### src/include/tempSense_cfg.svh
`ifndef TEMPSENSE_CFG_SVH
`define TEMPSENSE_CFG_SVH

// phase lengths in clock cycles

// capacitor precharge after reset
`define PRECHARGE_CYCLES 17

// small diode charge
`define DIODE_CYCLES 3

// upper bound, a settled loop cuts it short
`define BIG_DIODE_CYCLES 7

// bandgap output phase
`define OUTPUT_CYCLES 17

// calibration

// low comparator samples that end a setup loop
`define SETTLE_LOWS 5

// phase and settle counters
`define COUNT_WIDTH 6

`endif

### src/source/tempSensePkg.sv
`default_nettype none

`include "tempSense_cfg.svh"

package tempSensePkg;

    // operating mode, walked once after reset
    typedef enum logic [2:0] {
        bgSetup,
        ptatSetup,
        tempSense
    } opMode_t;

    // analog switch phase
    // the blank phases keep conducting phases apart
    typedef enum logic [2:0] {
        precharge,
        blankBig,
        bigDiode,
        blankDiode,
        diode,
        outputPhase,
        idle
    } phase_t;

    // phase timer and low sample counter
    typedef logic [`COUNT_WIDTH-1:0] count_t;

endpackage

`default_nettype wire

### src/source/phaseTimer.sv
`default_nettype none

module phaseTimer #(
    parameter tempSensePkg::count_t RESET_COUNT = '0
) (
    input  logic                 clk,
    input  logic                 reset,
    input  logic                 load,
    input  tempSensePkg::count_t loadValue,
    output logic                 lastCycle
);
    import tempSensePkg::*;

    count_t count;

    // counts down to zero and rests there until the next load
    always_ff @(posedge clk or posedge reset) begin
        if (reset) begin
            count <= RESET_COUNT;
        end else if (load) begin
            count <= loadValue;
        end else if (count != '0) begin
            count <= count - count_t'(1);
        end
    end

    assign lastCycle = (count == count_t'(1));

    // a zero length phase would never see its last cycle
    loadNonZero: assert property (
        @(posedge clk) disable iff (reset)
        load |-> (loadValue != '0)
    );

endmodule

`default_nettype wire

### src/source/sensorSequencer.sv
`default_nettype none

`include "tempSense_cfg.svh"

module sensorSequencer (
    input  logic                  clk,
    input  logic                  reset,
    input  logic                  lastCycle,
    input  logic                  settled,
    output logic                  load,
    output tempSensePkg::count_t  loadValue,
    output logic                  chop,
    output tempSensePkg::opMode_t mode,
    output tempSensePkg::phase_t  phase
);
    import tempSensePkg::*;

    opMode_t modeNext;
    phase_t  phaseNext;
    phase_t  afterBlank;
    phase_t  afterBlankNext;
    logic    handOver;
    logic    handOverNext;

    always_comb begin
        modeNext       = mode;
        phaseNext      = phase;
        afterBlankNext = afterBlank;
        handOverNext   = handOver;
        load           = 1'b0;
        loadValue      = '0;
        case (phase)
            precharge: begin
                if (lastCycle) begin
                    phaseNext      = blankBig;
                    afterBlankNext = bigDiode;
                end
            end
            blankBig: begin
                phaseNext = afterBlank;
                if (afterBlank == bigDiode) begin
                    load      = 1'b1;
                    loadValue = count_t'(`BIG_DIODE_CYCLES);
                    // bandgap output done, ptat loop starts here
                    if (handOver) begin
                        modeNext     = ptatSetup;
                        handOverNext = 1'b0;
                    end
                end else if (afterBlank == blankDiode) begin
                    afterBlankNext = diode;
                end else if (afterBlank == outputPhase) begin
                    load      = 1'b1;
                    loadValue = count_t'(`OUTPUT_CYCLES);
                end else if (afterBlank == idle) begin
                    modeNext = tempSense;
                end
            end
            bigDiode: begin
                // settling ends the phase early
                if (settled) begin
                    phaseNext      = blankBig;
                    afterBlankNext = (mode == bgSetup) ? outputPhase : idle;
                end else if (lastCycle) begin
                    phaseNext      = blankBig;
                    afterBlankNext = blankDiode;
                end
            end
            blankDiode: begin
                phaseNext = afterBlank;
                if (afterBlank == diode) begin
                    load      = 1'b1;
                    loadValue = count_t'(`DIODE_CYCLES);
                end else begin
                    afterBlankNext = bigDiode;
                end
            end
            diode: begin
                if (lastCycle) begin
                    phaseNext      = blankDiode;
                    afterBlankNext = blankBig;
                end
            end
            outputPhase: begin
                if (lastCycle) begin
                    phaseNext      = blankBig;
                    afterBlankNext = bigDiode;
                    handOverNext   = 1'b1;
                end
            end
            default: begin
                phaseNext = phase;
            end
        endcase
    end

    // comparator inputs swap when precharge or diode ends
    assign chop = lastCycle && ((phase == precharge) || (phase == diode));

    always_ff @(posedge clk or posedge reset) begin
        if (reset) begin
            mode       <= bgSetup;
            phase      <= precharge;
            afterBlank <= bigDiode;
            handOver   <= 1'b0;
        end else begin
            mode       <= modeNext;
            phase      <= phaseNext;
            afterBlank <= afterBlankNext;
            handOver   <= handOverNext;
        end
    end

    idleOnlyInTempSense: assert property (
        @(posedge clk) disable iff (reset)
        (phase == idle) |-> (mode == tempSense)
    );

endmodule

`default_nettype wire

### src/source/switchDriver.sv
`default_nettype none

module switchDriver (
    input  logic                  clk,
    input  logic                  reset,
    input  tempSensePkg::opMode_t mode,
    input  tempSensePkg::phase_t  phase,
    input  logic                  chop,
    output logic                  pi1,
    output logic                  pi2,
    output logic                  pii1,
    output logic                  pii2,
    output logic                  pa,
    output logic                  pb,
    output logic                  pc,
    output logic                  pd,
    output logic                  sBg2Cmp,
    output logic                  sBgCtrl,
    output logic                  sPtatCtrl,
    output logic                  sCap2Cmp,
    output logic                  sRef2Cmp,
    output logic                  sCapRst,
    output logic                  sPtatOut,
    output logic                  sRdisconN,
    output logic                  preChrg,
    output logic                  setupBias,
    output logic                  cmpP1,
    output logic                  cmpP2
);
    import tempSensePkg::*;

    phase_t lastPhase;
    logic   inPrecharge;
    logic   inOutput;
    logic   inTempSense;

    assign inPrecharge = (phase == precharge);
    assign inOutput    = (phase == outputPhase);
    assign inTempSense = (mode == tempSense);

    always_ff @(posedge clk or posedge reset) begin
        if (reset) begin
            lastPhase <= precharge;
            pi1       <= 1'b0;
            pi2       <= 1'b0;
            pii1      <= 1'b0;
            pii2      <= 1'b0;
            pa        <= 1'b0;
            pb        <= 1'b0;
            pc        <= 1'b0;
            pd        <= 1'b0;
            sBg2Cmp   <= 1'b0;
            sBgCtrl   <= 1'b0;
            sPtatCtrl <= 1'b0;
            sCap2Cmp  <= 1'b0;
            sRef2Cmp  <= 1'b0;
            sCapRst   <= 1'b0;
            sPtatOut  <= 1'b0;
            sRdisconN <= 1'b0;
            preChrg   <= 1'b0;
            setupBias <= 1'b0;
            cmpP1     <= 1'b1;
            cmpP2     <= 1'b0;
        end else begin
            lastPhase <= phase;
            // a blank leads into its phase unless it just left that phase
            pi1       <= (phase == bigDiode) ||
                         ((phase == blankBig) && (lastPhase != bigDiode));
            pi2       <= (phase == bigDiode);
            pii1      <= (phase == diode) ||
                         ((phase == blankDiode) && (lastPhase != diode));
            pii2      <= (phase == diode);
            pa        <= inOutput;
            pb        <= inPrecharge || inOutput;
            pc        <= inPrecharge || inOutput;
            pd        <= inPrecharge || inOutput;
            sBg2Cmp   <= inPrecharge;
            sCapRst   <= inPrecharge;
            preChrg   <= inPrecharge;
            sBgCtrl   <= (mode == bgSetup);
            sRdisconN <= (mode == bgSetup);
            sPtatCtrl <= (mode == ptatSetup) || inTempSense;
            setupBias <= !inTempSense;
            sCap2Cmp  <= inTempSense;
            sRef2Cmp  <= inTempSense;
            sPtatOut  <= inTempSense;
            if (chop) begin
                cmpP1 <= ~cmpP1;
                cmpP2 <= ~cmpP2;
            end
        end
    end

endmodule

`default_nettype wire

### src/source/tempSenseCtrl.sv
`default_nettype none

`include "tempSense_cfg.svh"

module tempSenseCtrl (
    input  logic clk,
    input  logic reset,
    input  logic cmp,
    output logic pi1,
    output logic pi2,
    output logic pii1,
    output logic pii2,
    output logic pa,
    output logic pb,
    output logic pc,
    output logic pd,
    output logic sBg2Cmp,
    output logic sBgCtrl,
    output logic sPtatCtrl,
    output logic sCap2Cmp,
    output logic sRef2Cmp,
    output logic sCapRst,
    output logic sPtatOut,
    output logic sRdisconN,
    output logic preChrg,
    output logic setupBias,
    output logic cmpP1,
    output logic cmpP2,
    output logic src,
    output logic snk
);
    import tempSensePkg::*;

    logic    load;
    count_t  loadValue;
    logic    lastCycle;
    logic    settled;
    logic    chop;
    opMode_t mode;
    phase_t  phase;

    // precharge is already running when reset releases
    phaseTimer #(
        .RESET_COUNT(count_t'(`PRECHARGE_CYCLES))
    ) i_phaseTimer (
        .clk      (clk),
        .reset    (reset),
        .load     (load),
        .loadValue(loadValue),
        .lastCycle(lastCycle)
    );

    trimSettler i_trimSettler (
        .clk    (clk),
        .reset  (reset),
        .cmp    (cmp),
        .mode   (mode),
        .phase  (phase),
        .src    (src),
        .snk    (snk),
        .settled(settled)
    );

    sensorSequencer i_sensorSequencer (
        .clk      (clk),
        .reset    (reset),
        .lastCycle(lastCycle),
        .settled  (settled),
        .load     (load),
        .loadValue(loadValue),
        .chop     (chop),
        .mode     (mode),
        .phase    (phase)
    );

    switchDriver i_switchDriver (
        .clk      (clk),
        .reset    (reset),
        .mode     (mode),
        .phase    (phase),
        .chop     (chop),
        .pi1      (pi1),
        .pi2      (pi2),
        .pii1     (pii1),
        .pii2     (pii2),
        .pa       (pa),
        .pb       (pb),
        .pc       (pc),
        .pd       (pd),
        .sBg2Cmp  (sBg2Cmp),
        .sBgCtrl  (sBgCtrl),
        .sPtatCtrl(sPtatCtrl),
        .sCap2Cmp (sCap2Cmp),
        .sRef2Cmp (sRef2Cmp),
        .sCapRst  (sCapRst),
        .sPtatOut (sPtatOut),
        .sRdisconN(sRdisconN),
        .preChrg  (preChrg),
        .setupBias(setupBias),
        .cmpP1    (cmpP1),
        .cmpP2    (cmpP2)
    );

endmodule

`default_nettype wire

### src/source/trimSettler.sv
`default_nettype none

`include "tempSense_cfg.svh"

module trimSettler (
    input  logic                  clk,
    input  logic                  reset,
    input  logic                  cmp,
    input  tempSensePkg::opMode_t mode,
    input  tempSensePkg::phase_t  phase,
    output logic                  src,
    output logic                  snk,
    output logic                  settled
);
    import tempSensePkg::*;

    count_t  lowCount;
    count_t  baseCount;
    opMode_t lastMode;
    logic    sampling;
    logic    lowSample;
    logic    modeChanged;

    assign sampling  = (phase == bigDiode);
    assign lowSample = sampling && !cmp;

    // first cycle of a new mode starts counting from zero
    assign modeChanged = (mode != lastMode);
    assign baseCount   = modeChanged ? '0 : lowCount;

    assign settled = lowSample && (baseCount == count_t'(`SETTLE_LOWS - 1));

    always_ff @(posedge clk or posedge reset) begin
        if (reset) begin
            lowCount <= '0;
            lastMode <= bgSetup;
        end else begin
            lowCount <= baseCount + count_t'(lowSample);
            lastMode <= mode;
        end
    end

    // one trim strobe per big diode sample
    always_ff @(posedge clk or posedge reset) begin
        if (reset) begin
            src <= 1'b0;
            snk <= 1'b0;
        end else begin
            src <= sampling && cmp;
            snk <= lowSample;
        end
    end

    srcSnkExclusive: assert property (
        @(posedge clk) disable iff (reset)
        !(src && snk)
    );

endmodule

`default_nettype wire

### config.mk
export PLATFORM = sky130hd
export DESIGN_NAME = tempSenseCtrl
export DESIGN_NICKNAME = d
export VERILOG_FILES = /design/src/source/tempSensePkg.sv /design/src/source/phaseTimer.sv /design/src/source/sensorSequencer.sv /design/src/source/switchDriver.sv /design/src/source/tempSenseCtrl.sv /design/src/source/trimSettler.sv
export VERILOG_INCLUDE_DIRS = /design/src /design/src/include
export SDC_FILE = /design/constraint.sdc
export NUM_CORES = 1
export LEC_CHECK = 0
export BUFFER_PORTS_ARGS = -buffer_cell sky130_fd_sc_hd__buf_2
export CORE_MARGIN = 3
export CORE_UTILIZATION = 56
export DETAILED_ROUTE_END_ITERATION = 8
export PLACE_DENSITY = 0.83
export SYNTH_ARGS = -nofsm -noshare
export SYNTH_HDL_FRONTEND = slang
export SYNTH_SLANG_ARGS = --single-unit
### constraint.sdc
create_clock -name clk -period 2.15 [get_ports clk]
set_clock_uncertainty 0.05 [all_clocks]
set_input_delay 0.1075 -clock clk [delete_from_list [all_inputs] [get_ports clk]]
set_output_delay 0.1075 -clock clk [all_outputs]
set_load 0.03 [all_outputs]
---- Word level (Yosys, flattened, before mapping) ----
Cells that the tools add are included.
storage, ports and cells
  output and inout port bits .............. 22
  input port bits ......................... 3
  word-level logic and storage cells ...... 115
  register bits after elaboration ......... 43
operators by class
  equal/unequal tests ..................... 28
  $add $sub $neg .......................... 2
  bitwise operators ....................... 2
  reduce and logical (&&, ||, !) cells .... 27
  multiplexer cells ....................... 33
operators with widths
  kind                   count
  $mux W3                14
  $mux W6                5
  $eq A3 B2 Y1 const B   5
  $eq A3 B3 Y1 const B   5
  $pmux W3 S5            1
  $ne A2 B1 Y1 const B   7
  $pmux W3 S4            1
  $pmux W6 S2            1
  $reduce_and A7 Y1      1
  $add A6 B1 Y6          1
  $eq A3 B1 Y1 const B   2
  $eq A6 B1 Y1 const B   1
  $eq A6 B3 Y1 const B   1
  $logic_and A1 B1 Y1    6
  $logic_not A3 Y1       2
  $mux W1                6
  $ne A2 B2 Y1 const B   3
  $reduce_bool A2 Y1     3
  $reduce_bool A6 Y1     1
  $sub A6 B1 Y6 const B  1
  $logic_or A1 B1 Y1     5
  $mux W5                1
  $reduce_and A5 Y1      1
  $reduce_bool A5 Y1     1
  other kinds (12)       17

---- Longest topological paths before layout ----
Gate-level depths: netlist of the first run.
  depth in word-level cells ............... 6
  mapped depth ............................ 8
  depth with buffers taken out ............ 7

---- Modules after synthesis ----
From an unflattened synthesis of the first run, not the netlist that was laid out.
second synthesis, totals
  cells, all modules ...................... 207
  area, all modules ....................... 2114.5 µm²
by module, submodules not included
  module           times used  cells an instance  area each (µm²)  seq. area each (µm²)
  switchDriver     1           48                 628.1            401.6
  sensorSequencer  1           73                 619.3            226.5
  trimSettler      1           39                 462.9            275.3
  phaseTimer       1           47                 404.1            152.6

---- Least setup slack after synthesis of the first run ----
OpenSTA, ideal clock, no wires.
  path type ............................... register -> register
  from .................................... reg i_sensorSequencer.phase[0]
  to ...................................... reg i_trimSettler.lowCount[4]
  setup slack ............................. 0.277 ns
  arrival time ............................ 1.705 ns
  cell stages (with the launch flop) ...... 9
  path through ............................ dfrtp_1 clkbuf_1 clkbuf_1 nor4_1 ha_1 ha_1 nand3_1 xor2_1 nor2_1
on the way
  longest elaborated chain between the ends .. 3
RTL lines
  what                         line                    source
  start, declared              sensorSequencer.sv:14   output tempSensePkg::phase_t phase
  start signal, assigned       sensorSequencer.sv:102  phase <= precharge;
  start signal, assigned       sensorSequencer.sv:107  phase <= phaseNext;
  $eq A3 B2 Y1                 trimSettler.sv:24       assign sampling = (phase == bigDiode);
  $logic_and A1 B1 Y1          trimSettler.sv:25       assign lowSample = sampling && !cmp;
  net i_trimSettler.lowSample  trimSettler.sv:21       logic lowSample;
  $add A6 B1 Y6                trimSettler.sv:38       lowCount <= baseCount + count_t'(lowSample);
  end signal, assigned         trimSettler.sv:38
  end, declared                trimSettler.sv:17       count_t lowCount;
The timed path passes the listed nets, and every way through them passes these cells.
A chain may end at the register's enable or synchronous reset.

---- Worst setup path after layout of the first run ----
  from .................................... reg i_sensorSequencer.phase[2]
  to ...................................... reg i_phaseTimer.count[1]
on the way
  longest elaborated chain between the ends .. 3
RTL lines
  what                                           line                   source
  $eq A3 B2 Y1 or $eq A3 B1 Y1 (tied branches)   sensorSequencer.sv:32  case (phase)
  $pmux W6 S2 or $pmux W1 S2 (tied branches)     sensorSequencer.sv:32
  $mux W6 or $reduce_bool A2 Y1 (tied branches)  n/a
  end signal, assigned                           phaseTimer.sv:21       count <= loadValue;
  end signal, assigned                           phaseTimer.sv:23       count <= count - count_t'(1);
  end, declared                                  phaseTimer.sv:14       count_t count;
Parallel ways exist; a longest one is shown, timed or not.

==> reports/metrics.csv, run 1 <==
metric,value,unit
Initial Util,61.5,%
placed cell areas,0.00216,sq mm
Critical Path End Type,flip-flop,
layout cells sized above 1,26.6,%
CTS buffer count,5,
Worst Tran Pin Value,0.644,ns
RSZ-0062 raised after global routing,no,
Mapped Nets,190,
core area,0.00320,sq mm
"Reg clk slew, reported paths",0.12,ns
crit share post-route,91.9,%
root buffer cell,clkbuf_4,
status,"complete, no violations",
ANT cells,0,
initial antenna violation count,0,
final-report hold violation count,0,
total number of vias,1423,
number of global-route vias before repair,1385,
PortBufs,24,
Logic pwr share,2.2,%
"antenna viol nets, final",0,
Pins Over Slew Limit,0,
maximum VDD drop,0.369,mV
DRC Markers,0,
wire length per cell,14.8,um
#FFs+latches synth,41,
relative slew slack,56.5,%
"setup slack, reg-to-reg",0.17,ns
Design Power,0.00116,W
Leak Pwr,1.08,nW
max frequency,0.506,GHz
Worst Reg2Reg Path Length in Cells,5,
Critical Path Fanout Max,12,
Hold Path Class,in -> async,
register area share after synthesis,52.3,%
Final Util,69.8,%
"Area growth, synth to finish",13.5,%
I/O Pins,25,
Avg Vias per Cell,5.52,
fin area,0.00224,sq mm
"Distinct cells, synth",45,
CTS HTree Levels,2,
pwr dens,517,mW/mm^2
DRT Wirelength,3810,um
Setup CP Type,reg -> reg,
internal power,0.000904,W
row count,20,
die width,65.3,um
clock sink count,41,
Seq pwr share,66.8,%
sw frac,21.8,%
Die Ht,65.3,um
largest net degree at the start of global routing,42,
WP data required,2.32,ns
synthesized area per cell,10.9,sq um
Sw Pwr,0.000253,W
Post-synth EDFFs,0,
full die area,0.00427,sq mm
fin nets,223,
endpoints failing setup,0,
Worst Path Arrival,2.15,ns
clock share of power,31.0,%
post-DP HPWL,2900,um
Synth Cell Area,0.00197,sq mm
TNS Setup,0,ns
CTS tree,yes,
GR Overflow Total,0,
Max clock buf depth,2,
CP startpoint kind,flip-flop,
asr flop ratio synth,100,%
gr usage total,20.6,%
Synthesis Warnings,0,
CP endpoint,i_phaseTimer.count[1],
first-pass GRT wire length,6620,um
Pre-antenna DRT Iters,4,
R2R Path Start,i_sensorSequencer.phase[2],
DR iter-0 viols,77,
Max-cap violations,0,
final worst path period need,1.98,ns
RePlAce Congestion,0.924,
CTS resizes,0,
later-pin clock latency in the skew report,0.35,ns
synthesized instance count,180,
Main synth FF type,dfrtp_1,
crit path launch,i_sensorSequencer.phase[2],
worst r2r dst,i_phaseTimer.count[1],
==> cells by family after synthesis <==
| group | after synthesis | synth area share, % |
|---|---|---|
| AOI/OAI and AO/OA | 30 | 11.6 |
| buffers and inverters | 21 | 5.52 |
| adders and majority gates | 7 | 4.44 |
| muxes | 5 | 2.73 |
| DFF | 41 | 52.3 |
| and+or+nand+nor | 64 | 18.0 |
| xor gates and xnor gates | 12 | 5.33 |
==> per-stage QoR <==
step	instances	hold slack [ns]	worst slack [ns]
2_1_floorplan	180	0.138	0.277
3_3_place_gp	248	0.190	0.266
3_5_place_dp	248	0.204	0.243
4_1_cts	258	0.366	0.223
5_1_grt	258	0.386	0.0543
6_report	258	0.342	0.173
==> power groups by stage <==
stage | clock network [W] | registers [W] | logic, W
after floorplan | 0 | 0.000787 | 0.0000157
after global placement | 0 | 0.000787 | 0.0000232
after detailed placement | 0 | 0.000787 | 0.0000241
after CTS | 0.000370 | 0.000773 | 0.0000268
after global routing | 0.000407 | 0.000773 | 0.0000297
final | 0.000359 | 0.000773 | 0.0000254
==> state kept, by name, summed over array words and instances (netlist names), 2 cells and up <==
| register | flops |
|---|---|
| i_sensorSequencer.afterBlank | 3 |
| i_switchDriver.lastPhase | 3 |
| i_phaseTimer.count | 6 |
| i_sensorSequencer.mode | 2 |
| i_trimSettler.lowCount | 6 |
| i_trimSettler.lastMode | 2 |
| i_sensorSequencer.phase | 3 |
==> critical path: stages, from the launching register on <==
cell and delay, ns:
dfrtp_1 0.51, buf_4 0.23, nor2b_1 0.35, nand2_1 0.19
nor3_1 0.39, o211ai_1 0.13
==> layout by cell type (no fill, tap or decap), types with 2 or more instances in the layout <==
cell type / count
a21boi_0: 2
a21oi_1: 6
a22o_1: 3
a2bb2oi_1: 3
and2_1: 3
and3_1: 3
buf_2: 24
buf_4: 13
clkbuf_4: 5
clkinv_2: 2
dfrtp_1: 37
dfstp_2: 4
dlygate4sd3_1: 2
ha_1: 7
inv_1: 8
mux2_1: 2
mux2i_1: 2
nand2_1: 16
nand2b_1: 3
nand3_1: 5
nor2_1: 12
nor2b_1: 5
nor3_1: 5
nor3b_1: 2
nor4_1: 2
o211ai_1: 3
o21ai_0: 3
xnor2_1: 9
xor2_1: 3
==> worst min-delay path by stage <==
stage / from / endpoint / slack, ns / depth (start not counted)
5_1_grt: reset / i_switchDriver.pii2 / 0.39 / 4
2_1_floorplan: cmp / i_trimSettler.snk / 0.14 / 1
3_3_place_gp: reset / i_switchDriver.pi2 / 0.19 / 3
3_5_place_dp: reset / i_trimSettler.src / 0.20 / 3
4_1_cts: reset / i_trimSettler.src / 0.37 / 4
6_report: reset / i_switchDriver.sCap2Cmp / 0.34 / 4
==> layout make-up <==
class	count	area, sq um
flip-flops and latches	41	1030
fillers	251	967
multi-input cells	118	831
repair buffers	39	238
well taps	44	55.1
clock buffers	6	41.3
inverters	8	30.0
clock inverters	2	10.0
==> cells in the mapped netlist, drive strengths merged, types with 5 or more instances <==
cell,number,area share (%)
nor2,12,2.3
buf,8,3.0
nand2,16,3.0
xnor2,9,4.0
clkbuf,5,0.95
nand3,5,1.3
nor3,6,1.8
ha,7,4.4
a21oi,6,1.5
nor2b,5,1.6
inv,8,1.5
dfrtp,37,47
==> layer usage <==
layer	track usage, %	up-vias	wire length (um)
met5	0	-	0
met4	7.77	0	60
met3	3.59	11	285
met2	30.6	63	1700
met1	30.1	664	1770
li1	-	685	-
==> what timing repair did <==
action,CTS,global route
buffers inserted,0,0
hold buffers,2,0
hold endpoints to repair,39,0
Note: power is estimated with default switching activity, not from simulation.
==> inputs of run 2 (changes only) <==
--- a/config.mk
+++ b/config.mk
@@ -8,9 +8,9 @@
 export LEC_CHECK = 0
 export BUFFER_PORTS_ARGS = -buffer_cell sky130_fd_sc_hd__buf_2
 export CORE_MARGIN = 3
-export CORE_UTILIZATION = 56
+export CORE_UTILIZATION = 42
 export DETAILED_ROUTE_END_ITERATION = 8
-export PLACE_DENSITY = 0.83
+export PLACE_DENSITY = 0.66
 export SYNTH_ARGS = -nofsm -noshare
 export SYNTH_HDL_FRONTEND = slang
 export SYNTH_SLANG_ARGS = --single-unit
==> run 2 against run 1 <==
Sequential share of layout area fell by 1.1 points. Final area rose by 2.4%. Critical endpoint is now i_sensorSequencer.afterBlank[2]. Cell count rose by 1.9%.
==> reports/metrics.csv, run 2 (synthesis results as in run 1) <==
metric,value,unit
ANT cells,0,
largest net degree at the start of global routing,42,
I/O Pins,25,
area occupied by multi-input gates,831,sq um
relative slew slack,55.4,%
full die area,0.00555,sq mm
post-DP HPWL,2650,um
gr usage total,16.1,%
number of global-route vias before repair,1364,
row count,24,
largest registers,"i_phaseTimer.count: 6 flops, i_trimSettler.lowCount: 6 flops",
most frequent cells in the layout,"37 x dfrtp_1, 24 x buf_2, 16 x nand2_1",
CTS tree,yes,
TNS Setup,0,ns
crit-path leading delay family,buffers and inverters,
DR iter-0 viols,94,
WP buf/inv,2,
"Reg clk slew, reported paths",0.07,ns
final worst path period need,2.01,ns
later-pin clock latency in the skew report,0.29,ns
CP startpoint kind,primary input,
first-pass GRT wire length,6660,um
Die Ht,74.5,um
fin nets,220,
fin area,0.00229,sq mm
"commonest non-fill, non-tap cell in the layout",dfrtp_1,
CTS HTree Levels,2,
post-CTS setup buffer count,0,
layout cells sized above 1,25.6,%
total number of vias,1398,
maximum VDD drop,0.504,mV
Hold Path Class,reg -> reg,
Initial Util,44.3,%
Critical Path End Type,flip-flop,
Critical Path Fanout Max,6,
WP data required,2.28,ns
FILL cells,419,
initial antenna violation count,0,
DRT Wirelength,3760,um
clock sink count,41,
wire length per cell,14.3,um
Max clock buf depth,2,
root buffer cell,clkbuf_8,
Hold WS,0.381,ns
Worst Path Arrival,2.14,ns
"Area growth, synth to finish",16.1,%
DRC Markers,0,
final-report hold violation count,0,
Pins Over Slew Limit,0,
CTS buffer count,5,
RSZ-0062 raised after global routing,no,
Leak Pwr,1.10,nW
max frequency,0.497,GHz
Post-Place Setup Slack,0.194,ns
RePlAce Congestion,0.877,
post-route setup slack,0.137,ns
Cell Count Post-Placement,253,
endpoints failing setup,0,
CP max stage cell,dlygate4sd3_1,
die width,74.5,um
crit path cell chain,dlygate4sd3_1 > buf_2 > nor4_1 > nand4_2 > a311oi_2 > mux2_1,
GR Overflow Total,0,
pwr dens,624,mW/mm^2
sequential cell area,0.00103,sq mm
Worst Tran Pin Value,0.660,ns
crit share post-route,93.6,%
Non-Filler Instances,263,
status,"complete, no violations",
Setup CP Type,in -> reg,
"slowest stage delay, CP",0.53,ns
CTS resizes,0,
Max-cap violations,0,
PortBufs,24,
placed cell areas,0.00215,sq mm
"antenna viol nets, final",0,
core area,0.00444,sq mm
Avg Vias per Cell,5.32,
Pre-antenna DRT Iters,4,
[run 2: cell type report]
type | count | share of cell area [%]
clock buffer | 7 | 3.77
inverter | 8 | 1.31
timing repair buffer | 36 | 9.40
sequential | 41 | 45.1
clock inverter | 1 | 1.31
multi-input combinational | 118 | 36.3
tap | 52 | 2.84
[run 2: worst paths after layout]
path,from,endpoint,cells past startpoint,slack [ns]
max in group asynchronous,reset,i_phaseTimer.count[4],4,1.25
min in group asynchronous,reset,i_sensorSequencer.afterBlank[2],4,0.43
min,i_sensorSequencer.mode[0],i_trimSettler.lastMode[0],0,0.38
min reg2reg,i_sensorSequencer.mode[0],i_trimSettler.lastMode[0],0,0.38
max reg2reg,i_sensorSequencer.mode[0],i_sensorSequencer.afterBlank[2],4,0.19
max,cmp,i_sensorSequencer.afterBlank[2],6,0.14
[run 2: timing repair]
item	in CTS	in global routing
hold buffers	2	0
endpoints found under the hold margin	38	0
endpoints found under the setup margin	0	0
[run 2: per-stage QoR]
step	util, %	total power [W]
after global placement	48.4	0.000812
after CTS	51.5	0.00145
after floorplan	-	0.000803
final	51.5	0.00143
after detailed placement	48.4	0.000813
after global routing	51.5	0.00150
[run 2: power breakdown]
part           internal (W)   total, W  switching (W)
combinational    0.00000733  0.0000265      0.0000192
clock              0.000378   0.000630       0.000252
sequential         0.000772   0.000773    0.000000599
total               0.00116    0.00143       0.000271
[run 2: per-layer routing]
metal  track usage (%)  routed length, um  part of all wire, %  up-vias
li1                  -                  -                    -      677
met4              5.34                 68                  1.8        0
met5                 0                  0                    0        -
met3              5.68                204                  5.4        8
met1              21.2               1700                   45      676
met2              24.7               1780                   47       37
==> inputs of run 3 (changes only) <==
--- a/config.mk
+++ b/config.mk
@@ -13,4 +13,5 @@
 export PLACE_DENSITY = 0.66
 export SYNTH_ARGS = -nofsm -noshare
 export SYNTH_HDL_FRONTEND = slang
+export SYNTH_HIERARCHICAL = 1
 export SYNTH_SLANG_ARGS = --single-unit
==> run 3 against run 2 <==
Core utilization is 0.41 points lower. Global-route usage fell by 2.3 points. Critical endpoint is now i_sensorSequencer/afterBlank[2]. Power rose by 140%. Final area is 6.8% higher. Clock-buffer cell count fell by 1. Clock power is 4.0% lower. Flip-flop and latch count grew 1. Maximum frequency is 2.2% higher.
==> reports/metrics.csv, run 3 <==
metric,value,unit
status,"complete, no violations",
Hold EP,i_trimSettler/src,
"Distinct cells, synth",47,
R2R Path Start,i_sensorSequencer/mode[0],
main area contributors after synthesis,"dfrtp_1 45%, dfstp_2 5.0%, buf_4 3.9%",
Setup CP Type,reg -> reg,
relative slew slack,59.9,%
Leak Pwr,1.16,nW
endpoints failing setup,0,
final-report hold violation count,0,
RSZ-0062 raised after global routing,no,
Initial Util,44.2,%
PortBufs,24,
#FFs+latches synth,42,
TNS Setup,0,ns
pwr dens,1410,mW/mm^2
die width,77.0,um
post-DP HPWL,2770,um
sequential cell area,0.00106,sq mm
most frequent cells in the layout,"38 x dfrtp_1, 24 x buf_2, 18 x buf_4",
CTS tree,yes,
CTS HTree Levels,2,
first-pass GRT wire length,6600,um
DRC Markers,0,
clock sink count,42,
I/O Pins,25,
maximum VDD drop,0.527,mV
Synth Cell Area,0.00211,sq mm
Pins Over Slew Limit,0,
layout cells sized above 1,25.9,%
fin nets,245,
Max-cap violations,0,
Sw Pwr,0.00138,W
worst r2r dst,i_sensorSequencer/afterBlank[2],
Hold Path Class,in -> reg,
crit share post-route,91.6,%
Logic pwr share,46.1,%
area occupied by multi-input gates,873,sq um
CTS buffer count,5,
WP buf/inv,0,
fin area,0.00244,sq mm
synth cell count leaders,"38 x dfrtp_1, 15 x inv_1, 14 x nand2_1",
Main synth FF type,dfrtp_1,
number of global-route vias before repair,1448,
asr flop ratio synth,100,%
final worst path period need,1.97,ns
crit-path leading delay family,simple AND/OR/NAND/NOR gates,
Critical Path Fanout Max,6,
synthesized area per cell,10.2,sq um
"antenna viol nets, final",0,
Worst Tran Pin Value,0.601,ns
Max clock buf depth,2,
Die Ht,77.0,um
row count,25,
core area,0.00479,sq mm
full die area,0.00592,sq mm
"Reg clk slew, reported paths",0.08,ns
max frequency,0.508,GHz
placed cell areas,0.00232,sq mm
initial antenna violation count,0,
hold path depth,2,
"slowest stage delay, CP",0.40,ns
post-synth top area cell,dfrtp_1,
Post-synth EDFFs,0,
Seq pwr share,36.4,%
Synthesis Warnings,6,
most frequent cell after synthesis,dfrtp_1,
Hold Crit Start,cmp,
WP data required,2.27,ns
CP max stage cell,and4bb_2,
"setup slack, reg-to-reg",0.18,ns
GR Overflow Total,0,
internal power,0.00208,W
DRT Wirelength,3710,um
clock share of power,17.5,%
Avg Vias per Cell,4.92,
CP startpoint kind,flip-flop,
CTS resizes,0,
"commonest non-fill, non-tap cell in the layout",dfrtp_1,
root buffer cell,clkbuf_8,
Worst Reg2Reg Path Length in Cells,6,
register area share after synthesis,49.9,%
sw frac,39.9,%
Critical Path End Type,flip-flop,
later-pin clock latency in the skew report,0.29,ns
largest registers,"i_phaseTimer/count: 6 flops, i_trimSettler/lowCount: 6 flops",
DR iter-0 viols,51,
synthesized instance count,207,
"Area growth, synth to finish",15.6,%
gr usage total,13.7,%
RePlAce Congestion,0.806,
Pre-antenna DRT Iters,4,
Worst Path Arrival,2.08,ns
Synth top area share,45.0,%
total number of vias,1505,
crit path cell chain,xnor2_1 > nand4_1 > and4bb_2 > a211o_1 > nand4_4 > mux2_1,
largest net degree at the start of global routing,17,
wire length per cell,12.1,um
ANT cells,0,
FILL cells,438,
[run 3: how the worst max path moves through the flow]
stage               cells past startpoint                               to                  startpoint
floorplan                               8            i_phaseTimer/count[5]  i_sensorSequencer/phase[2]
global placement                        6  i_sensorSequencer/afterBlank[2]   i_sensorSequencer/mode[0]
detailed placement                      6  i_sensorSequencer/afterBlank[2]   i_sensorSequencer/mode[0]
CTS                                     6  i_sensorSequencer/afterBlank[2]   i_sensorSequencer/mode[0]
global route                            6  i_sensorSequencer/afterBlank[2]   i_sensorSequencer/mode[0]
finish                                  6  i_sensorSequencer/afterBlank[2]   i_sensorSequencer/mode[0]
[run 3: power by group through the flow]
stage | Combinational [W] | Sequential, W | Clock [W]
detailed placement | 0.00160 | 0.00127 | 0
CTS | 0.00160 | 0.00126 | 0.000627
finish | 0.00159 | 0.00126 | 0.000605
global placement | 0.00158 | 0.00126 | 0
floorplan | 0.00105 | 0.00144 | 0
global route | 0.00177 | 0.00129 | 0.000657
[run 3: logic make-up after synthesis]
family	Yosys count	synth area share, %
buffers and inverters	36	9.35
AOI/OAI and AO/OA	36	11.0
other	1	0.177
DFF	42	49.9
xor gates and xnor gates	11	4.56
muxes	3	1.54
adders and majority gates	4	2.37
and+or+nand+nor	74	21.1
[run 3: area by class of cell]
| type | count | area share, % |
|---|---|---|
| clock buffers | 6 | 2.97 |
| clock inverters | 2 | 1.54 |
| inverters | 15 | 2.30 |
| multi-input cells | 131 | 35.7 |
| flip-flops and latches | 42 | 43.2 |
| well taps | 67 | 3.43 |
| repair buffers | 43 | 10.8 |
[run 3: worst register-to-register path, stage by stage (launching register included)]
cell	delay, ns
dfrtp_1	0.39
xnor2_1	0.21
nand4_1	0.17
and4bb_2	0.40
a211o_1	0.18
nand4_4	0.13
mux2_1	0.33
[run 3: timing repair]
item	4_1_cts	5_1_grt
hold buffers	1	0
buffers inserted	0	0
endpoints found under the hold margin	40	0
[run 3: routing by layer]
layer	up-vias	wire length, um	share of wire (%)	GRT usage [%]
met5	-	0	0	0
met1	708	1760	47	18.1
met3	6	161	4.3	2.93
li1	757	-	-	-
met4	0	36	0.97	5.43
met2	34	1750	47	22.0
[run 3: per-stage QoR]
step | cells | hold WS [ns] | util, % | total power, W | worst slack [ns]
after detailed placement | 297 | 0.0279 | 48.6 | 0.00287 | 0.190
after global routing | 306 | 0.0376 | 51.1 | 0.00372 | 0.0416
after global placement | 297 | 0.0188 | 48.6 | 0.00284 | 0.242
after floorplan | 209 | -0.153 | - | 0.00249 | 0.0792
after CTS | 306 | 0.0240 | 51.1 | 0.00349 | 0.168
final | 306 | 0.0316 | 51.1 | 0.00345 | 0.182
